<file path="src/source/dtm_pkg.sv">
// ========================================
// Debug transport control definitions
// State codes, select codes, field lengths
// ========================================
package dtm_pkg;

    // ========================================
    // Four-wire TAP states
    // ========================================
    typedef enum logic [3:0] {
        TAP5_RESET      = 4'b0000,
        TAP5_IDLE       = 4'b0001,
        TAP5_SEL_DR     = 4'b0011,
        TAP5_SEL_IR     = 4'b0010,
        TAP5_CAPTURE_IR = 4'b0110,
        TAP5_SHIFT_IR   = 4'b0100,
        TAP5_EXIT1_IR   = 4'b0101,
        TAP5_UPDATE_IR  = 4'b0111,
        TAP5_CAPTURE_DR = 4'b1011,
        TAP5_SHIFT_DR   = 4'b1010,
        TAP5_EXIT1_DR   = 4'b1000,
        TAP5_UPDATE_DR  = 4'b1001,
        TAP5_PAUSE_IR   = 4'b1101,
        TAP5_EXIT2_IR   = 4'b1111,
        TAP5_PAUSE_DR   = 4'b1100,
        TAP5_EXIT2_DR   = 4'b1110
    } tap5_state_t;

    // Two-wire packet states
    typedef enum logic [3:0] {
        TAP2_RESET  = 4'b0000,
        TAP2_START  = 4'b0001,
        TAP2_RW     = 4'b0010,
        TAP2_RS     = 4'b0011,
        TAP2_TRN1   = 4'b0100,
        TAP2_DATA   = 4'b0101,
        TAP2_SYNC   = 4'b0110,
        TAP2_PARITY = 4'b0111,
        TAP2_TRN2   = 4'b1000
    } tap2_state_t;

    typedef enum logic [1:0] {
        RS_IR     = 2'b00,  // Instruction register
        RS_DMIACC = 2'b01,  // DMI access
        RS_NDMI   = 2'b10,  // Other DR
        RS_DMI    = 2'b11
    } rs_sel_t;

    // ========================================
    // Field lengths in two-wire mode
    // ========================================
    localparam int DTM_ABITS  = 16;
    localparam int DATA_CNT_W = 8;

    localparam logic [DATA_CNT_W-1:0] LEN_IR        = DATA_CNT_W'(5);
    localparam logic [DATA_CNT_W-1:0] LEN_DMIACC    = DATA_CNT_W'(1);
    localparam logic [DATA_CNT_W-1:0] LEN_NDMI      = DATA_CNT_W'(32);
    localparam logic [DATA_CNT_W-1:0] LEN_DMI       = DATA_CNT_W'(DTM_ABITS + 34);
    localparam logic [DATA_CNT_W-1:0] LEN_DMI_SHORT = LEN_DMI - DATA_CNT_W'(DTM_ABITS);

endpackage
</file>
<file path="src/source/dtm_ctrl.sv">
// ========================================
// Debug transport control top
// Joins four-wire and two-wire paths
// onto one set of chain strobes
// ========================================
`timescale 1ns/1ps

module dtm_ctrl (
    input  logic tclk,
    input  logic trst_b,
    input  logic dmi_hard_reset_i,
    input  logic tap_en_i,
    input  logic jtag2_sel_i,
    input  logic tms_i,
    input  logic dmi_short_i,
    output logic tdo_en_o,
    output logic tms_oe_o,
    output logic capture_ir_o,
    output logic capture_dr_o,
    output logic shift_ir_o,
    output logic shift_dr_o,
    output logic update_ir_o,
    output logic update_dr_o,
    output logic shift_par_o,
    output logic shift_sync_o
);
    import dtm_pkg::*;

    // Four-wire strobes
    logic t5_capture_ir, t5_capture_dr;
    logic t5_shift_ir, t5_shift_dr;
    logic t5_update_ir, t5_update_dr;

    // Two-wire strobes
    logic t2_capture_ir, t2_capture_dr;
    logic t2_shift_ir, t2_shift_dr;
    logic t2_update_ir, t2_update_dr;

    // Sequencer to field datapath
    logic    st_rw, st_rs, st_trn1, st_data, st_parity;
    logic    rs_last, data_last, parity_ok;
    rs_sel_t rs_sel;

    tap5_fsm i_tap5_fsm (
        .tclk             (tclk),
        .trst_b           (trst_b),
        .dmi_hard_reset_i (dmi_hard_reset_i),
        .tap_en_i         (tap_en_i),
        .jtag2_sel_i      (jtag2_sel_i),
        .tms_i            (tms_i),
        .tdo_en_o         (tdo_en_o),
        .capture_ir_o     (t5_capture_ir),
        .capture_dr_o     (t5_capture_dr),
        .shift_ir_o       (t5_shift_ir),
        .shift_dr_o       (t5_shift_dr),
        .update_ir_o      (t5_update_ir),
        .update_dr_o      (t5_update_dr)
    );

    tap2_ctrl i_tap2_ctrl (
        .tclk             (tclk),
        .trst_b           (trst_b),
        .dmi_hard_reset_i (dmi_hard_reset_i),
        .tap_en_i         (tap_en_i),
        .jtag2_sel_i      (jtag2_sel_i),
        .tms_i            (tms_i),
        .rs_last_i        (rs_last),
        .data_last_i      (data_last),
        .rs_sel_i         (rs_sel),
        .parity_ok_i      (parity_ok),
        .st_rw_o          (st_rw),
        .st_rs_o          (st_rs),
        .st_trn1_o        (st_trn1),
        .st_data_o        (st_data),
        .st_parity_o      (st_parity),
        .tms_oe_o         (tms_oe_o),
        .capture_ir_o     (t2_capture_ir),
        .capture_dr_o     (t2_capture_dr),
        .shift_ir_o       (t2_shift_ir),
        .shift_dr_o       (t2_shift_dr),
        .update_ir_o      (t2_update_ir),
        .update_dr_o      (t2_update_dr),
        .shift_par_o      (shift_par_o),
        .shift_sync_o     (shift_sync_o)
    );

    tap2_field_regs i_tap2_field_regs (
        .tclk             (tclk),
        .trst_b           (trst_b),
        .dmi_hard_reset_i (dmi_hard_reset_i),
        .tms_i            (tms_i),
        .dmi_short_i      (dmi_short_i),
        .st_rw_i          (st_rw),
        .st_rs_i          (st_rs),
        .st_trn1_i        (st_trn1),
        .st_data_i        (st_data),
        .st_parity_i      (st_parity),
        .rs_last_o        (rs_last),
        .data_last_o      (data_last),
        .rs_sel_o         (rs_sel),
        .parity_ok_o      (parity_ok)
    );

    // ========================================
    // Chain strobe merge
    // ========================================
    // Idle machine sits in reset, so a plain OR is enough
    assign capture_ir_o = t5_capture_ir || t2_capture_ir;
    assign capture_dr_o = t5_capture_dr || t2_capture_dr;
    assign shift_ir_o   = t5_shift_ir   || t2_shift_ir;
    assign shift_dr_o   = t5_shift_dr   || t2_shift_dr;
    assign update_ir_o  = t5_update_ir  || t2_update_ir;
    assign update_dr_o  = t5_update_dr  || t2_update_dr;

endmodule

</file>
<file path="src/source/tap2_ctrl.sv">
// ========================================
// Two-wire packet sequencer
// Walks the packet fields, owns the TMS
// output enable and the chain strobes
// ========================================
`timescale 1ns/1ps

module tap2_ctrl (
    input  logic            tclk,
    input  logic            trst_b,
    input  logic            dmi_hard_reset_i,
    input  logic            tap_en_i,
    input  logic            jtag2_sel_i,
    input  logic            tms_i,
    input  logic            rs_last_i,
    input  logic            data_last_i,
    input  dtm_pkg::rs_sel_t rs_sel_i,
    input  logic            parity_ok_i,
    output logic            st_rw_o,
    output logic            st_rs_o,
    output logic            st_trn1_o,
    output logic            st_data_o,
    output logic            st_parity_o,
    output logic            tms_oe_o,
    output logic            capture_ir_o,
    output logic            capture_dr_o,
    output logic            shift_ir_o,
    output logic            shift_dr_o,
    output logic            update_ir_o,
    output logic            update_dr_o,
    output logic            shift_par_o,
    output logic            shift_sync_o
);
    import dtm_pkg::*;

    tap2_state_t cur_st;
    tap2_state_t nxt_st;
    logic        read_q;    // Current packet is a read
    logic        st_trn2;
    logic        sel_ir;

    // ========================================
    // Packet state machine
    // ========================================
    always_ff @(posedge tclk or negedge trst_b) begin
        if (!trst_b) begin
            cur_st <= TAP2_RESET;
        end else if (dmi_hard_reset_i || !jtag2_sel_i) begin
            cur_st <= TAP2_RESET;
        end else begin
            cur_st <= nxt_st;
        end
    end

    always_comb begin
        case (cur_st)
            TAP2_RESET:  nxt_st = (tap_en_i && tms_i) ? TAP2_START : TAP2_RESET;
            TAP2_START:  nxt_st = tms_i ? TAP2_START : TAP2_RW;  // Start bit is low
            TAP2_RW:     nxt_st = TAP2_RS;
            TAP2_RS:     nxt_st = rs_last_i ? TAP2_TRN1 : TAP2_RS;
            TAP2_TRN1:   nxt_st = read_q ? TAP2_SYNC : TAP2_DATA;
            TAP2_SYNC:   nxt_st = TAP2_DATA;
            TAP2_DATA:   nxt_st = data_last_i ? TAP2_PARITY : TAP2_DATA;
            TAP2_PARITY: nxt_st = TAP2_TRN2;
            TAP2_TRN2:   nxt_st = TAP2_START;
            default:     nxt_st = TAP2_RESET;
        endcase
    end

    assign st_rw_o      = (cur_st == TAP2_RW);
    assign st_rs_o      = (cur_st == TAP2_RS);
    assign st_trn1_o    = (cur_st == TAP2_TRN1);
    assign st_data_o    = (cur_st == TAP2_DATA);
    assign st_parity_o  = (cur_st == TAP2_PARITY);
    assign st_trn2      = (cur_st == TAP2_TRN2);

    // TMS high in the RW field means read
    always_ff @(posedge tclk or negedge trst_b) begin
        if (!trst_b) begin
            read_q <= 1'b0;
        end else if (dmi_hard_reset_i) begin
            read_q <= 1'b0;
        end else if (st_rw_o) begin
            read_q <= tms_i;
        end
    end

    // ========================================
    // TMS output enable
    // ========================================
    // Held through a mode change, dropped only by resets
    always_ff @(posedge tclk or negedge trst_b) begin
        if (!trst_b) begin
            tms_oe_o <= 1'b0;
        end else if (dmi_hard_reset_i) begin
            tms_oe_o <= 1'b0;
        end else if (st_trn1_o && read_q) begin
            tms_oe_o <= 1'b1;   // Device drives from sync onwards
        end else if (st_trn2) begin
            tms_oe_o <= 1'b0;
        end
    end

    // Chain strobes
    assign sel_ir       = (rs_sel_i == RS_IR);

    assign capture_ir_o = st_trn1_o && read_q && sel_ir;
    assign capture_dr_o = st_trn1_o && read_q && !sel_ir;
    assign shift_ir_o   = st_data_o && sel_ir;
    assign shift_dr_o   = st_data_o && !sel_ir;
    assign update_ir_o  = st_trn2 && parity_ok_i && sel_ir;     // Good parity only
    assign update_dr_o  = st_trn2 && parity_ok_i && !sel_ir;
    assign shift_par_o  = st_parity_o;
    assign shift_sync_o = (cur_st == TAP2_SYNC);

    // Output enable stays low for the whole of a write packet
    a_oe_no_write: assert property (@(posedge tclk) disable iff (!trst_b)
        (!read_q && (st_rs_o || st_trn1_o || st_data_o || st_parity_o || st_trn2))
        |-> !tms_oe_o);

endmodule

</file>
<file path="src/source/tap2_field_regs.sv">
// ========================================
// Two-wire packet field datapath
// Select shifter, data length counter
// and parity accumulator
// ========================================
`timescale 1ns/1ps

module tap2_field_regs (
    input  logic             tclk,
    input  logic             trst_b,
    input  logic             dmi_hard_reset_i,
    input  logic             tms_i,
    input  logic             dmi_short_i,
    input  logic             st_rw_i,
    input  logic             st_rs_i,
    input  logic             st_trn1_i,
    input  logic             st_data_i,
    input  logic             st_parity_i,
    output logic             rs_last_o,
    output logic             data_last_o,
    output dtm_pkg::rs_sel_t rs_sel_o,
    output logic             parity_ok_o
);
    import dtm_pkg::*;

    logic                  rs_cnt_q;      // Second select bit pending
    logic [DATA_CNT_W-1:0] data_cnt_q;
    logic [DATA_CNT_W-1:0] len_sel;
    logic                  parity_q;

    // ========================================
    // Register select
    // ========================================
    always_ff @(posedge tclk or negedge trst_b) begin
        if (!trst_b) begin
            rs_cnt_q <= 1'b0;
            rs_sel_o <= RS_IR;
        end else if (dmi_hard_reset_i || st_rw_i) begin
            rs_cnt_q <= 1'b0;
        end else if (st_rs_i) begin
            rs_cnt_q <= 1'b1;
            rs_sel_o <= rs_sel_t'({tms_i, rs_sel_o[1]});  // First bit lands in bit 0
        end
    end

    assign rs_last_o = rs_cnt_q;

    // Data field length from the select code
    always_comb begin
        case (rs_sel_o)
            RS_IR:     len_sel = LEN_IR;
            RS_DMIACC: len_sel = LEN_DMIACC;
            RS_NDMI:   len_sel = LEN_NDMI;
            default:   len_sel = dmi_short_i ? LEN_DMI_SHORT : LEN_DMI;
        endcase
    end

    // ========================================
    // Data counter and parity
    // ========================================
    always_ff @(posedge tclk or negedge trst_b) begin
        if (!trst_b) begin
            data_cnt_q <= '0;
        end else if (dmi_hard_reset_i) begin
            data_cnt_q <= '0;
        end else if (st_trn1_i) begin
            data_cnt_q <= len_sel - DATA_CNT_W'(1);   // Held through sync
        end else if (st_data_i) begin
            data_cnt_q <= data_cnt_q - DATA_CNT_W'(1);
        end
    end

    assign data_last_o = (data_cnt_q == '0);

    always_ff @(posedge tclk or negedge trst_b) begin
        if (!trst_b) begin
            parity_q <= 1'b1;
        end else if (dmi_hard_reset_i || st_rw_i) begin
            parity_q <= 1'b1;
        end else if (st_data_i || st_parity_i) begin
            parity_q <= parity_q ^ tms_i;
        end
    end

    // Data plus parity bit must have odd weight
    assign parity_ok_o = !parity_q;

    // Sequencer leaves the data field on the last count
    a_cnt_no_wrap: assert property (@(posedge tclk) disable iff (!trst_b)
        (st_data_i && data_cnt_q == '0) |=> !st_data_i);

endmodule

</file>
<file path="src/source/tap5_fsm.sv">
// ========================================
// Four-wire TAP controller
// IEEE 1149.1 state graph, chain strobes
// and a falling-edge TDO enable
// ========================================
`timescale 1ns/1ps

module tap5_fsm (
    input  logic tclk,
    input  logic trst_b,
    input  logic dmi_hard_reset_i,
    input  logic tap_en_i,
    input  logic jtag2_sel_i,
    input  logic tms_i,
    output logic tdo_en_o,
    output logic capture_ir_o,
    output logic capture_dr_o,
    output logic shift_ir_o,
    output logic shift_dr_o,
    output logic update_ir_o,
    output logic update_dr_o
);
    import dtm_pkg::*;

    tap5_state_t cur_st;
    tap5_state_t nxt_st;

    // ========================================
    // State register
    // ========================================
    always_ff @(posedge tclk or negedge trst_b) begin
        if (!trst_b) begin
            cur_st <= TAP5_RESET;
        end else if (dmi_hard_reset_i || jtag2_sel_i) begin
            cur_st <= TAP5_RESET;       // Two-wire mode parks this machine
        end else begin
            cur_st <= nxt_st;
        end
    end

    always_comb begin
        case (cur_st)
            TAP5_RESET: begin
                // Only leaves reset when the TAP is enabled
                nxt_st = (tap_en_i && !tms_i) ? TAP5_IDLE : TAP5_RESET;
            end
            TAP5_IDLE:       nxt_st = tms_i ? TAP5_SEL_DR     : TAP5_IDLE;
            TAP5_SEL_DR:     nxt_st = tms_i ? TAP5_SEL_IR     : TAP5_CAPTURE_DR;
            TAP5_SEL_IR:     nxt_st = tms_i ? TAP5_RESET      : TAP5_CAPTURE_IR;
            TAP5_CAPTURE_IR: nxt_st = tms_i ? TAP5_EXIT1_IR   : TAP5_SHIFT_IR;
            TAP5_SHIFT_IR:   nxt_st = tms_i ? TAP5_EXIT1_IR   : TAP5_SHIFT_IR;
            TAP5_EXIT1_IR:   nxt_st = tms_i ? TAP5_UPDATE_IR  : TAP5_PAUSE_IR;
            TAP5_PAUSE_IR:   nxt_st = tms_i ? TAP5_EXIT2_IR   : TAP5_PAUSE_IR;
            TAP5_EXIT2_IR:   nxt_st = tms_i ? TAP5_UPDATE_IR  : TAP5_SHIFT_IR;
            TAP5_UPDATE_IR:  nxt_st = tms_i ? TAP5_SEL_DR     : TAP5_IDLE;
            TAP5_CAPTURE_DR: nxt_st = tms_i ? TAP5_EXIT1_DR   : TAP5_SHIFT_DR;
            TAP5_SHIFT_DR:   nxt_st = tms_i ? TAP5_EXIT1_DR   : TAP5_SHIFT_DR;
            TAP5_EXIT1_DR:   nxt_st = tms_i ? TAP5_UPDATE_DR  : TAP5_PAUSE_DR;
            TAP5_PAUSE_DR:   nxt_st = tms_i ? TAP5_EXIT2_DR   : TAP5_PAUSE_DR;
            TAP5_EXIT2_DR:   nxt_st = tms_i ? TAP5_UPDATE_DR  : TAP5_SHIFT_DR;
            TAP5_UPDATE_DR:  nxt_st = tms_i ? TAP5_SEL_DR     : TAP5_IDLE;
            default:         nxt_st = TAP5_RESET;
        endcase
    end

    // ========================================
    // Chain strobes
    // ========================================
    // Decoded from the registered state, one cycle per state visit
    assign capture_ir_o = (cur_st == TAP5_CAPTURE_IR);
    assign capture_dr_o = (cur_st == TAP5_CAPTURE_DR);
    assign shift_ir_o   = (cur_st == TAP5_SHIFT_IR);
    assign shift_dr_o   = (cur_st == TAP5_SHIFT_DR);
    assign update_ir_o  = (cur_st == TAP5_UPDATE_IR);
    assign update_dr_o  = (cur_st == TAP5_UPDATE_DR);

    // TDO driven half a cycle into a shift state
    always_ff @(negedge tclk or negedge trst_b) begin
        if (!trst_b) begin
            tdo_en_o <= 1'b0;
        end else if (dmi_hard_reset_i) begin
            tdo_en_o <= 1'b0;
        end else begin
            tdo_en_o <= shift_ir_o || shift_dr_o;
        end
    end

    // All 16 codes are TAP states, so only an unknown code is illegal
    a_state_legal: assert property (@(posedge tclk) disable iff (!trst_b)
        !$isunknown(cur_st));

endmodule

</file>
<file path="config.mk">
export PLATFORM = sky130hd
export DESIGN_NAME = dtm_ctrl
export DESIGN_NICKNAME = d
export VERILOG_FILES = /design/src/source/dtm_pkg.sv /design/src/source/dtm_ctrl.sv /design/src/source/tap2_ctrl.sv /design/src/source/tap2_field_regs.sv /design/src/source/tap5_fsm.sv
export SDC_FILE = /design/constraint.sdc
export NUM_CORES = 1
export LEC_CHECK = 0
export BUFFER_PORTS_ARGS = -buffer_cell sky130_fd_sc_hd__buf_4
export CORE_MARGIN = 2
export CORE_UTILIZATION = 40
export DETAILED_ROUTE_END_ITERATION = 6
export GPL_ROUTABILITY_DRIVEN = 0
export PLACE_DENSITY = 0.6
export SETUP_SLACK_MARGIN = 0.15
export SYNTH_ARGS = -nofsm -noshare
export SYNTH_HDL_FRONTEND = slang
export SYNTH_SLANG_ARGS = --single-unit
</file>
<file path="constraint.sdc">
create_clock -name tclk -period 7.6 [get_ports tclk]
set_input_delay 0.38 -clock tclk [delete_from_list [all_inputs] [get_ports tclk]]
set_output_delay 0.38 -clock tclk [all_outputs]
set_load 0.02 [all_outputs]
</file>
======== Word level (Yosys, flattened, before mapping) ========
Index checks and enable logic that the tools add are counted.
operators by class
  equal/unequal tests ..................... 25
  bitwise gates (word level) .............. 2
  muxes and demuxes ....................... 36
  $add $sub $neg .......................... 2
  reductions and logical operators ........ 38
operators by type and width
  cell                   number
  $pmux W4 S12           1
  $eq A4 B4 Y1 const B   9
  $pmux W4 S9            1
  $eq A4 B3 Y1 const B   8
  $mux W8                3
  $pmux W8 S3            1
  $mux W2                9
  $eq A4 B2 Y1 const B   4
  $mux W4                4
  $sub A8 B1 Y8 const B  2
  $mux W1                13
  $logic_or A1 B1 Y1     11
  $logic_and A1 B1 Y1    10
  $mux W3                3
  $eq A4 B1 Y1 const B   2
  $logic_not A4 Y1       2
  $logic_not A8 Y1       1
  $reduce_bool A2 Y1     3
  $reduce_bool A3 Y1     2
  $mux W5                1
  $logic_not A1 Y1       4
  $reduce_or A2 Y1       2
  $reduce_or A3 Y1       1
  $eq A2 B1 Y1 const B   1
  other kinds (5)        5
word-level totals
  register bits after elaboration ......... 23
  word-level logic and storage cells ...... 112

======== Depth between registers and ports, before layout ========
Gate-level depths: netlist (run 1).
  depth in word-level cells ............... 5
  depth in mapped cells ................... 10
  mapped depth without buffers ............ 9

======== By module ========
Synthesis (run 1) repeated with hierarchy kept, for this count alone.
unflattened totals
  cell total of the unflattened synthesis .. 194
  area total of the unflattened synthesis .. 1,640.3 um2
by module, submodules not included
  module           area each (um2)  cells each  times used  seq. area each (um2)
  tap2_field_regs  748.2            83          1           301.5
  tap2_ctrl        495.5            61          1           150.1
  tap5_fsm         359.1            44          1           125.1
  dtm_ctrl         37.5             6           1           0.0

==> impl_metrics.json, run 1 <==
{
  "p_sw_share_pct": 23.5,
  "cts_tree": "done",
  "clock-sinks": 23,
  "grt_max_degree": 24,
  "path_class": "reg -> out",
  "leakage_nw": 0.720,
  "yosys.area.top_type": "dfrtp_1",
  "core_sq_um": 3660,
  "grt_antenna_before_repair": 0,
  "synth.top_cells.by_area": "dfrtp_1, nor2_1, nand2_1",
  "min_path_type": "in -> reg",
  "die-area_sq_um": 4330,
  "async_reset_ff_share_pct": 100,
  "reg2reg_from": "i_tap5_fsm.cur_st[1]",
  "reg2reg_slack_ps": 2730,
  "peakVddDrop_mv": 0.112,
  "overflow": 0,
  "slowest_stage": "dfrtn_1",
  "wl_per_cell_microns": 15.0,
  "synth-seq-area-share_pct": 37.8,
  "whs_path_depth": 2,
  "reg2reg_to": "i_tap5_fsm.tdo_en_o",
  "yosysMostFrequentCell": "dfrtp_1",
  "critPathLaunchType": "flop",
  "hpwl_microns": 2560,
  "yosysTopAreaCellShare_pct": 34.4,
  "start_util_pct": 41.7,
  "drt_pass1_iterations": 4,
  "final_nets": 196,
  "numPortBuffers": 16,
  "h-tree-depth": 1,
  "cpPeakStageDelay_ps": 390,
  "syn_area_sq_um": 1530,
  "slew_headroom_pct": 63.6,
  "vias_per_cell": 5.95,
  "grt_pass1_vias": 1295,
  "synth_fp_nets": 187,
  "p_comb_share_pct": 7.6,
  "timing.final.ws_setup_ps": 2620,
  "setup_viol": 0,
  "synth_area_per_cell_sq_um": 8.53,
  "finalMaxSlewViolations": 0,
  "cts-root-buf": "clkbuf_8",
  "synth_enable_flop_cells": 0,
  "ys_warn_count": 0,
  "power_frac_seq_pct": 57.8,
  "min_to": "i_tap5_fsm.cur_st[0]",
  "synth_seq_cells": 23,
  "power_density_nw_per_um2": 128,
  "synth_ff_type": "dfrtp_1",
  "cts_buffers": 3,
  "pwr-share-clk_pct": 34.6,
  "drcViolationCount": 0,
  "worstSetupEndpointType": "output port",
  "crit_buf_inv": 1,
  "cpLargestDelayFamily": "flip-flops",
  "wl_microns": 3510,
  "fin_skew_ps": 13.7,
  "ys_top_cells_by_count": "dfrtp_1, nor2_1, nand2_1",
  "hold_viol": 0,
  "routed-via-count": 1399,
  "maxCapViolCount": 0,
  "diodes": 0,
  "post-place-ws_ps": 2730,
  "r2r_cells": 3,
  "grt_use_total_pct": 18.7,
  "fill_cells": 358,
  "setup-tns-final_ps": 0,
  "hp-start": "jtag2_sel_i",
  "grt_pass1_wl_microns": 6290,
  "arrival_ps": 4600,
  "core.rowCount": 22,
  "cp.depth": 1,
  "synthCells": 179,
  "cp.required_ps": 7220,
  "status": "complete, no violations",
  "power.switching_mw": 0.0512,
  "worst_skew_pair.late_latency_ps": 280,
  "num_io_pins": 17,
  "cts-resized-gates": 0,
  "worst_slew_pin_slew_ps": 543,
  "die_y_microns": 65.8,
  "clk_path_buf_depth": 2,
  "drive_gt1_share_pct": 14.4,
  "p_int_mw": 0.167,
  "ys_types": 51,
  "drtAntennaViolNets": 0,
  "power_mw": 0.218,
  "path_cells": "buf_4",
  "rsz0062_at_grt": "false",
  "crit_fanout": 1,
  "clk_pin_slew_ps": 80,
  "syn_to_final_growth_pct": 11.5,
  "dr.first_iter.drc_count": 75,
  "die_w_microns": 65.8
}
==> how the worst max path moves through the flow <==
stage,startpoint,to,slack (ps)
after floorplan,i_tap5_fsm.cur_st[1],i_tap5_fsm.tdo_en_o,2700
after global placement,i_tap5_fsm.cur_st[1],i_tap5_fsm.tdo_en_o,2780
after detailed placement,i_tap5_fsm.cur_st[1],i_tap5_fsm.tdo_en_o,2730
after CTS,i_tap5_fsm.tdo_en_o,tdo_en_o,2610
after global routing,i_tap5_fsm.tdo_en_o,tdo_en_o,2590
final,i_tap5_fsm.tdo_en_o,tdo_en_o,2620
==> cells in the final DEF, fill, tap and decap left out, types with 2 or more instances in the layout <==
cell type  count
o21ai_0       11
o2bb2ai_1      2
buf_4         16
inv_1          7
nor3_1         9
a31oi_1        2
dfrtp_1       21
nand2_1       15
nor4_1         3
a311oi_1       2
a22o_1         2
o32ai_1        2
nor2_1        16
nand2b_1       8
a21oi_1        9
nand3_1        6
nand3b_1       2
o22ai_1        6
nor2b_1        3
nor3b_1        4
clkbuf_8       3
xnor2_1        2
a211oi_1       2
or3_1          2
mux2_2         2
mux2i_1        4
==> metrics by stage <==
stage | hold WS [ps] | std cells | cell area, sq um | util (%)
2_1_floorplan | 84.4 | 179 | 1530 | -
3_3_place_gp | 293 | 230 | 1650 | 45.0
3_5_place_dp | 290 | 230 | 1650 | 45.0
4_1_cts | 298 | 235 | 1700 | 46.5
5_1_grt | 293 | 235 | 1700 | 46.5
6_report | 310 | 235 | 1700 | 46.5
==> cell families after synthesis <==
| kind of cell | synth area share, % |
|---|---|
| mux | 4.10 |
| compound gates | 21.8 |
| xor+xnor | 1.15 |
| flops | 37.8 |
| buf+inv | 5.65 |
| fa+ha+maj | 1.47 |
| simple gates | 28.1 |
==> power by group through the flow <==
stage                     combinational, mW  sequential [mW]  clock (mW)
after floorplan                      0.0114            0.126           0
after global placement               0.0163            0.128           0
after detailed placement             0.0164            0.129           0
after CTS                            0.0169            0.126      0.0792
after global routing                 0.0187            0.127      0.0845
final                                0.0167            0.126      0.0755
==> flip-flops by register name, indices dropped and copies added (netlist names) <==
signal                        flops
i_tap2_ctrl.cur_st                4
i_tap2_ctrl.read_q                1
i_tap2_ctrl.tms_oe_o              1
i_tap2_field_regs.data_cnt_q      8
i_tap2_field_regs.parity_q        1
i_tap2_field_regs.rs_last_o       1
i_tap2_field_regs.rs_sel_o        2
i_tap5_fsm.cur_st                 4
i_tap5_fsm.tdo_en_o               1
==> layer usage <==
metal  vias up  part of all wire (%)  track usage, %
met5         -                     0               0
met4         0                   1.3            4.69
met3         6                   6.5            3.58
met2        53                    45            29.0
met1       664                    47            26.7
li1        676                     -               -
==> what timing repair did <==
item | 4_1_cts | 5_1_grt
hold endpoints to repair | 5 | 0
hold buffers | 1 | 0
buffers inserted | 0 | 0
==> final cells by class <==
| cell class | instances | area (sq um) | share of cell area (%) |
|---|---|---|---|
| clock buffers | 4 | 45.0 | 2.65 |
| inverters | 7 | 26.3 | 1.54 |
| multi-input cells | 136 | 865 | 50.8 |
| flip-flops and latches | 23 | 577 | 33.9 |
| well taps | 48 | 60.1 | 3.53 |
| repair buffers | 17 | 130 | 7.64 |
(Power assumes the default switching activity.)
==> run 2, diff against run 1 <==
--- a/config.mk
+++ b/config.mk
@@ -10,7 +10,7 @@
 export CORE_UTILIZATION = 40
 export DETAILED_ROUTE_END_ITERATION = 6
 export GPL_ROUTABILITY_DRIVEN = 0
-export PLACE_DENSITY = 0.6
+export PLACE_DENSITY = 0.62
 export SETUP_SLACK_MARGIN = 0.15
 export SYNTH_ARGS = -nofsm -noshare
 export SYNTH_HDL_FRONTEND = slang
==> constraint.sdc (replaced) <==
create_clock -name tclk -period 4.11 [get_ports tclk]
set_input_delay 0.2055 -clock tclk [delete_from_list [all_inputs] [get_ports tclk]]
set_output_delay 0.2055 -clock tclk [all_outputs]
set_load 0.02 [all_outputs]
==> run 2 against run 1 <==
Sequential share of layout area unchanged; power rose by 89%; critical path depth grew 2; cell count is the same; first-iteration DRC count decreased by 2.7%; global-route usage rose by 0.12 points; combinational power grew 87%; clock power rose by 95%; clock skew down 2.3 ps; die area unchanged; non-clock buffer count unchanged; critical path type is now reg -> reg; critical endpoint is now i_tap5_fsm.tdo_en_o; highest routed layer unchanged.
==> impl_metrics.json, run 2 (synthesis results as in run 1) <==
{
  "status": "complete, no violations",
  "clock-sinks": 23,
  "grt_pass1_vias": 1353,
  "overflow": 0,
  "wl_microns": 3590,
  "mostFrequentLayoutCells": "dfrtp_1, nor2_1, buf_4",
  "clk_path_buf_depth": 2,
  "drtAntennaViolNets": 0,
  "rsz0062_at_grt": "false",
  "numPortBuffers": 16,
  "path_cells": "nor2_1 > a21oi_1 > nor3_1",
  "worst_skew_pair.late_latency_ps": 280,
  "biggestRegsByFlops": "i_tap2_field_regs.data_cnt_q x8, i_tap2_ctrl.cur_st x4, i_tap5_fsm.cur_st x4",
  "regMostFlops": "i_tap2_field_regs.data_cnt_q",
  "h-tree-depth": 1,
  "power_density_nw_per_um2": 242,
  "core_sq_um": 3660,
  "leakage_nw": 0.720,
  "wl_per_cell_microns": 15.3,
  "grt_max_degree": 24,
  "critPathLaunchType": "flop",
  "routed-via-count": 1443,
  "drt_pass1_iterations": 4,
  "final_nets": 196,
  "dr.first_iter.drc_count": 73,
  "die_w_microns": 65.8,
  "finalMaxSlewViolations": 0,
  "arrival_ps": 1210,
  "cts_tree": "done",
  "die-area_sq_um": 4330,
  "grt_antenna_before_repair": 0,
  "peakVddDrop_mv": 0.0944,
  "cpPeakStageDelay_ps": 590,
  "layout_commonest_cell": "dfrtp_1",
  "die_y_microns": 65.8,
  "clk_pin_slew_ps": 80,
  "hpwl_microns": 2520,
  "fin_skew_ps": 11.4,
  "core.rowCount": 22,
  "crit_fanout": 14,
  "reg2reg_slack_ps": 960,
  "path_class": "reg -> reg",
  "hold_viol": 0,
  "grt_use_total_pct": 18.8,
  "diodes": 0,
  "worst_slew_pin_slew_ps": 521,
  "grt_pass1_wl_microns": 6390,
  "num_io_pins": 17,
  "worstSetupEndpointType": "flop",
  "min_path_type": "in -> reg",
  "slowest_stage": "dfrtp_1",
  "post-route-util_pct": 46.5,
  "vias_per_cell": 6.14,
  "cp.required_ps": 2170,
  "slew_headroom_pct": 65.1,
  "drcViolationCount": 0,
  "drive_gt1_share_pct": 14.4,
  "largest_register_ffs": 8,
  "syn_to_final_growth_pct": 11.5,
  "maxCapViolCount": 0,
  "cts-resized-gates": 0,
  "setup-tns-final_ps": 0,
  "setup_viol": 0,
  "fill_cells": 360,
  "cts_buffers": 3,
  "start_util_pct": 41.7,
  "cts-root-buf": "clkbuf_8"
}
-- run 2: cell counts in the layout (fill, tap and decap cells not counted) --
Identical to the previous run, type by type.
-- run 2: path summary, 6_finish.rpt --
kind                                                  from                               to  cells after the start
hold / removal                                 jtag2_sel_i             i_tap5_fsm.cur_st[0]                      2
min in group asynchronous                           trst_b            i_tap2_ctrl.cur_st[2]                      2
hold reg to reg            i_tap2_field_regs.data_cnt_q[6]  i_tap2_field_regs.data_cnt_q[6]                      1
setup / recovery                      i_tap5_fsm.cur_st[1]              i_tap5_fsm.tdo_en_o                      3
setup reg to reg                      i_tap5_fsm.cur_st[1]              i_tap5_fsm.tdo_en_o                      3
max in group asynchronous                           trst_b              i_tap5_fsm.tdo_en_o                      2
-- run 2: layout make-up --
cell class / count / area [sq um] / share of cell area [%]
tap: 48 / 60.1 / 3.53
clock buffer: 4 / 45.0 / 2.65
inverter: 7 / 26.3 / 1.54
timing repair buffer: 17 / 130 / 7.64
multi-input combinational: 136 / 865 / 50.8
sequential: 23 / 577 / 33.9
-- run 2: repair_timing --
| action | in CTS | in global routing |
|---|---|---|
| buffers inserted | 0 | 0 |
| hold endpoints to repair | 21 | 0 |
| hold buffers | 1 | 0 |
-- run 2: through the flow --
| stage | cells | instance area, sq um | setup slack (ps) | total power, mW | hold WS [ps] |
|---|---|---|---|---|---|
| CTS | 235 | 1700 | 961 | 0.414 | 132 |
| floorplan | 179 | 1530 | 957 | 0.255 | -90.1 |
| global route | 235 | 1700 | 849 | 0.433 | 126 |
| detailed placement | 230 | 1650 | 967 | 0.269 | 124 |
| finish | 235 | 1700 | 959 | 0.412 | 135 |
| global placement | 230 | 1650 | 1020 | 0.268 | 123 |
-- run 2: worst max-delay path: cells and delay by family, from the launching register on --
family | cells | cell delay [ps]
compound gates | 1 | 160
flops | 1 | 590
simple gates | 2 | 180
-- run 2: report_power, final --
part / internal (mW) / switching [mW] / leakage, nW / total, mW
Clock: 0.0695 / 0.0777 / 0.0228 / 0.147
Combinational: 0.0119 / 0.0194 / 0.381 / 0.0313
Sequential: 0.228 / 0.00532 / 0.316 / 0.233
-- run 2: layer usage --
layer | vias to the layer above | share of wire [%] | global-route usage (%)
li1 | 676 | - | -
met1 | 711 | 46 | 27.5
met2 | 47 | 46 | 28.7
met3 | 9 | 5.9 | 2.39
met4 | 0 | 1.5 | 6.25
met5 | - | 0 | 0
==> run 3, diff against run 2 <==
--- a/config.mk
+++ b/config.mk
@@ -5,12 +5,13 @@
 export SDC_FILE = /design/constraint.sdc
 export NUM_CORES = 1
 export LEC_CHECK = 0
+export ABC_AREA = 1
 export BUFFER_PORTS_ARGS = -buffer_cell sky130_fd_sc_hd__buf_4
 export CORE_MARGIN = 2
 export CORE_UTILIZATION = 40
 export DETAILED_ROUTE_END_ITERATION = 6
 export GPL_ROUTABILITY_DRIVEN = 0
-export PLACE_DENSITY = 0.62
+export PLACE_DENSITY = 0.6
 export SETUP_SLACK_MARGIN = 0.15
 export SYNTH_ARGS = -nofsm -noshare
 export SYNTH_HDL_FRONTEND = slang
==> constraint.sdc (replaced) <==
create_clock -name tclk -period 3.2 [get_ports tclk]
set_input_delay 0.16 -clock tclk [delete_from_list [all_inputs] [get_ports tclk]]
set_output_delay 0.16 -clock tclk [all_outputs]
set_load 0.02 [all_outputs]
==> run 3 against run 2 <==
Power increased by 23%; first-iteration DRC count up 21%; global-route usage rose by 0.83 points; largest power group unchanged; highest routed layer unchanged.
==> impl_metrics.json, run 3 <==
{
  "syn_to_final_growth_pct": 14.7,
  "r2r_cells": 4,
  "synth-seq-area-share_pct": 36.4,
  "postCtsSetupBuffers": 0,
  "core_sq_um": 3740,
  "fin_skew_ps": 22.2,
  "async_reset_ff_share_pct": 100,
  "grt_pass1_vias": 1504,
  "slowest_stage": "dfrtn_1",
  "reg2reg_slack_ps": 660,
  "num_io_pins": 17,
  "status": "complete, no violations",
  "hold_viol": 0,
  "clk_path_buf_depth": 2,
  "maxCapViolCount": 0,
  "critPathLaunchType": "flop",
  "drtAntennaViolNets": 0,
  "routed-via-count": 1503,
  "rsz0062_at_grt": "false",
  "synth.top_cells.by_area": "dfrtp_1, nand2_1, inv_1",
  "cts_hold_buf": 1,
  "drt_pass1_iterations": 4,
  "grt_max_degree": 24,
  "synth_ff_type": "dfrtp_1",
  "cpPeakStageDelay_ps": 390,
  "p_comb_share_pct": 6.8,
  "wl_per_cell_microns": 12.6,
  "post-route-util_pct": 48.6,
  "setup_viol": 0,
  "power_density_nw_per_um2": 279,
  "pwr-share-clk_pct": 35.0,
  "start_util_pct": 42.3,
  "p_int_mw": 0.390,
  "wl_microns": 3770,
  "grt_use_total_pct": 19.7,
  "min_path_type": "in -> reg",
  "synth_enable_flop_cells": 0,
  "reg2reg_to": "i_tap5_fsm.tdo_en_o",
  "regMostFlops": "i_tap2_field_regs.data_cnt_q",
  "diodes": 0,
  "hpwl_microns": 3030,
  "yosysTopAreaCellShare_pct": 33.1,
  "power.switching_mw": 0.117,
  "ys_warn_count": 0,
  "grt_pass1_wl_microns": 6730,
  "h-tree-depth": 1,
  "crit_fanout": 1,
  "p_sw_share_pct": 23.1,
  "worst_skew_pair.late_latency_ps": 280,
  "yosys.area.top_type": "dfrtp_1",
  "path_cells": "buf_4",
  "power_frac_seq_pct": 58.2,
  "worstSetupEndpointType": "output port",
  "ys_types": 32,
  "mostFrequentLayoutCells": "nand2_1, inv_1, nor2_1",
  "layout_commonest_cell": "nand2_1",
  "cts_buffers": 3,
  "arrival_ps": 2400,
  "yosysMostFrequentCell": "nand2_1",
  "fill_cells": 398,
  "core.rowCount": 22,
  "slew_headroom_pct": 75.2,
  "cts_tree": "done",
  "synthCells": 231,
  "cts-resized-gates": 0,
  "clock-sinks": 23,
  "synth_seq_cells": 23,
  "cp.required_ps": 3040,
  "cpLargestDelayFamily": "flip-flops",
  "path_class": "reg -> out",
  "ys_top_cells_by_count": "nand2_1, inv_1, nor2_1",
  "setup-tns-final_ps": 0,
  "final_nets": 260,
  "cts-root-buf": "clkbuf_8",
  "finalMaxSlewViolations": 0,
  "synth_fp_nets": 239,
  "numPortBuffers": 16,
  "grt_antenna_before_repair": 0,
  "min_to": "i_tap2_ctrl.tms_oe_o",
  "drcViolationCount": 0,
  "largest_register_ffs": 8,
  "vias_per_cell": 5.03,
  "peakVddDrop_mv": 0.245,
  "die_w_microns": 67.0,
  "overflow": 0,
  "whs_path_depth": 2,
  "reg2reg_from": "i_tap5_fsm.cur_st[2]",
  "syn_area_sq_um": 1590,
  "biggestRegsByFlops": "i_tap2_field_regs.data_cnt_q x8, i_tap2_ctrl.cur_st x4, i_tap5_fsm.cur_st x4",
  "die-area_sq_um": 4480,
  "dr.first_iter.drc_count": 88,
  "drive_gt1_share_pct": 17.5,
  "hp-start": "dmi_hard_reset_i",
  "leakage_nw": 0.904,
  "crit_buf_inv": 1,
  "clk_pin_slew_ps": 90,
  "die_y_microns": 67.0,
  "synth_area_per_cell_sq_um": 6.86,
  "worst_slew_pin_slew_ps": 369
}
==> run 3: changes by cell type after synthesis, moves of 6 or more <==
cell      previous run  this run
inv_1                7        43
o21ai_0             11        18
nand3_1              6        18
buf_2                6         0
nand2_2              0         9
nand2b_1             8         0
nand2_1             15        44
nor2_1              16        27
==> run 3: worst max-delay path by stage <==
stage	slack, ps	to	depth (start not counted)	start
2_1_floorplan	740	i_tap5_fsm.tdo_en_o	4	i_tap5_fsm.cur_st[2]
3_3_place_gp	660	i_tap5_fsm.tdo_en_o	4	i_tap5_fsm.cur_st[2]
3_5_place_dp	660	i_tap5_fsm.tdo_en_o	4	i_tap5_fsm.cur_st[2]
4_1_cts	630	tdo_en_o	1	i_tap5_fsm.tdo_en_o
5_1_grt	520	i_tap5_fsm.tdo_en_o	4	i_tap5_fsm.cur_st[2]
6_report	640	tdo_en_o	1	i_tap5_fsm.tdo_en_o
==> run 3: cell families after synthesis <==
kind of cell               after synthesis  synth area share [%]
AOI/OAI and AO/OA                       42                  15.6
adders and majority gates                1                 0.789
buffers and inverters                   48                  11.4
DFF                                     23                  36.4
and+or+nand+nor                        117                  35.8
==> run 3: stage by stage <==
stage	cells	area (sq um)	worst slack [ps]	hold WS, ps	total power, mW
2_1_floorplan	231	1590	737	-136	0.315
3_3_place_gp	294	1760	664	78.5	0.334
3_5_place_dp	294	1760	655	75.5	0.334
4_1_cts	299	1820	632	93.4	0.516
5_1_grt	299	1820	525	97.1	0.536
6_report	299	1820	643	98.5	0.506
==> run 3: final cells by class <==
| cell class | instances | area [sq um] | share of cell area (%) |
|---|---|---|---|
| Sequential cell | 23 | 577 | 31.7 |
| Clock buffer | 3 | 41.3 | 2.27 |
| Multi-Input combinational cell | 160 | 827 | 45.5 |
| Inverter | 47 | 178 | 9.77 |
| Timing Repair Buffer | 17 | 130 | 7.16 |
| Clock inverter | 1 | 5.00 | 0.275 |
| Tap cell | 48 | 60.1 | 3.30 |
==> run 3: power groups by stage <==
stage	logic [mW]	clock network (mW)	registers, mW
final	0.0345	0.177	0.294
after global routing	0.0391	0.202	0.295
after CTS	0.0349	0.187	0.294
after detailed placement	0.0338	0	0.300
after global placement	0.0341	0	0.300
after floorplan	0.0156	0	0.300
==> run 3: per-layer routing <==
layer  track usage [%]  part of all wire (%)  vias up
met5                 0                     0        -
li1                  -                     -      786
met4              3.32                  0.69        0
met3              4.22                   5.6        4
met1              25.7                    45      663
met2              33.6                    48       50
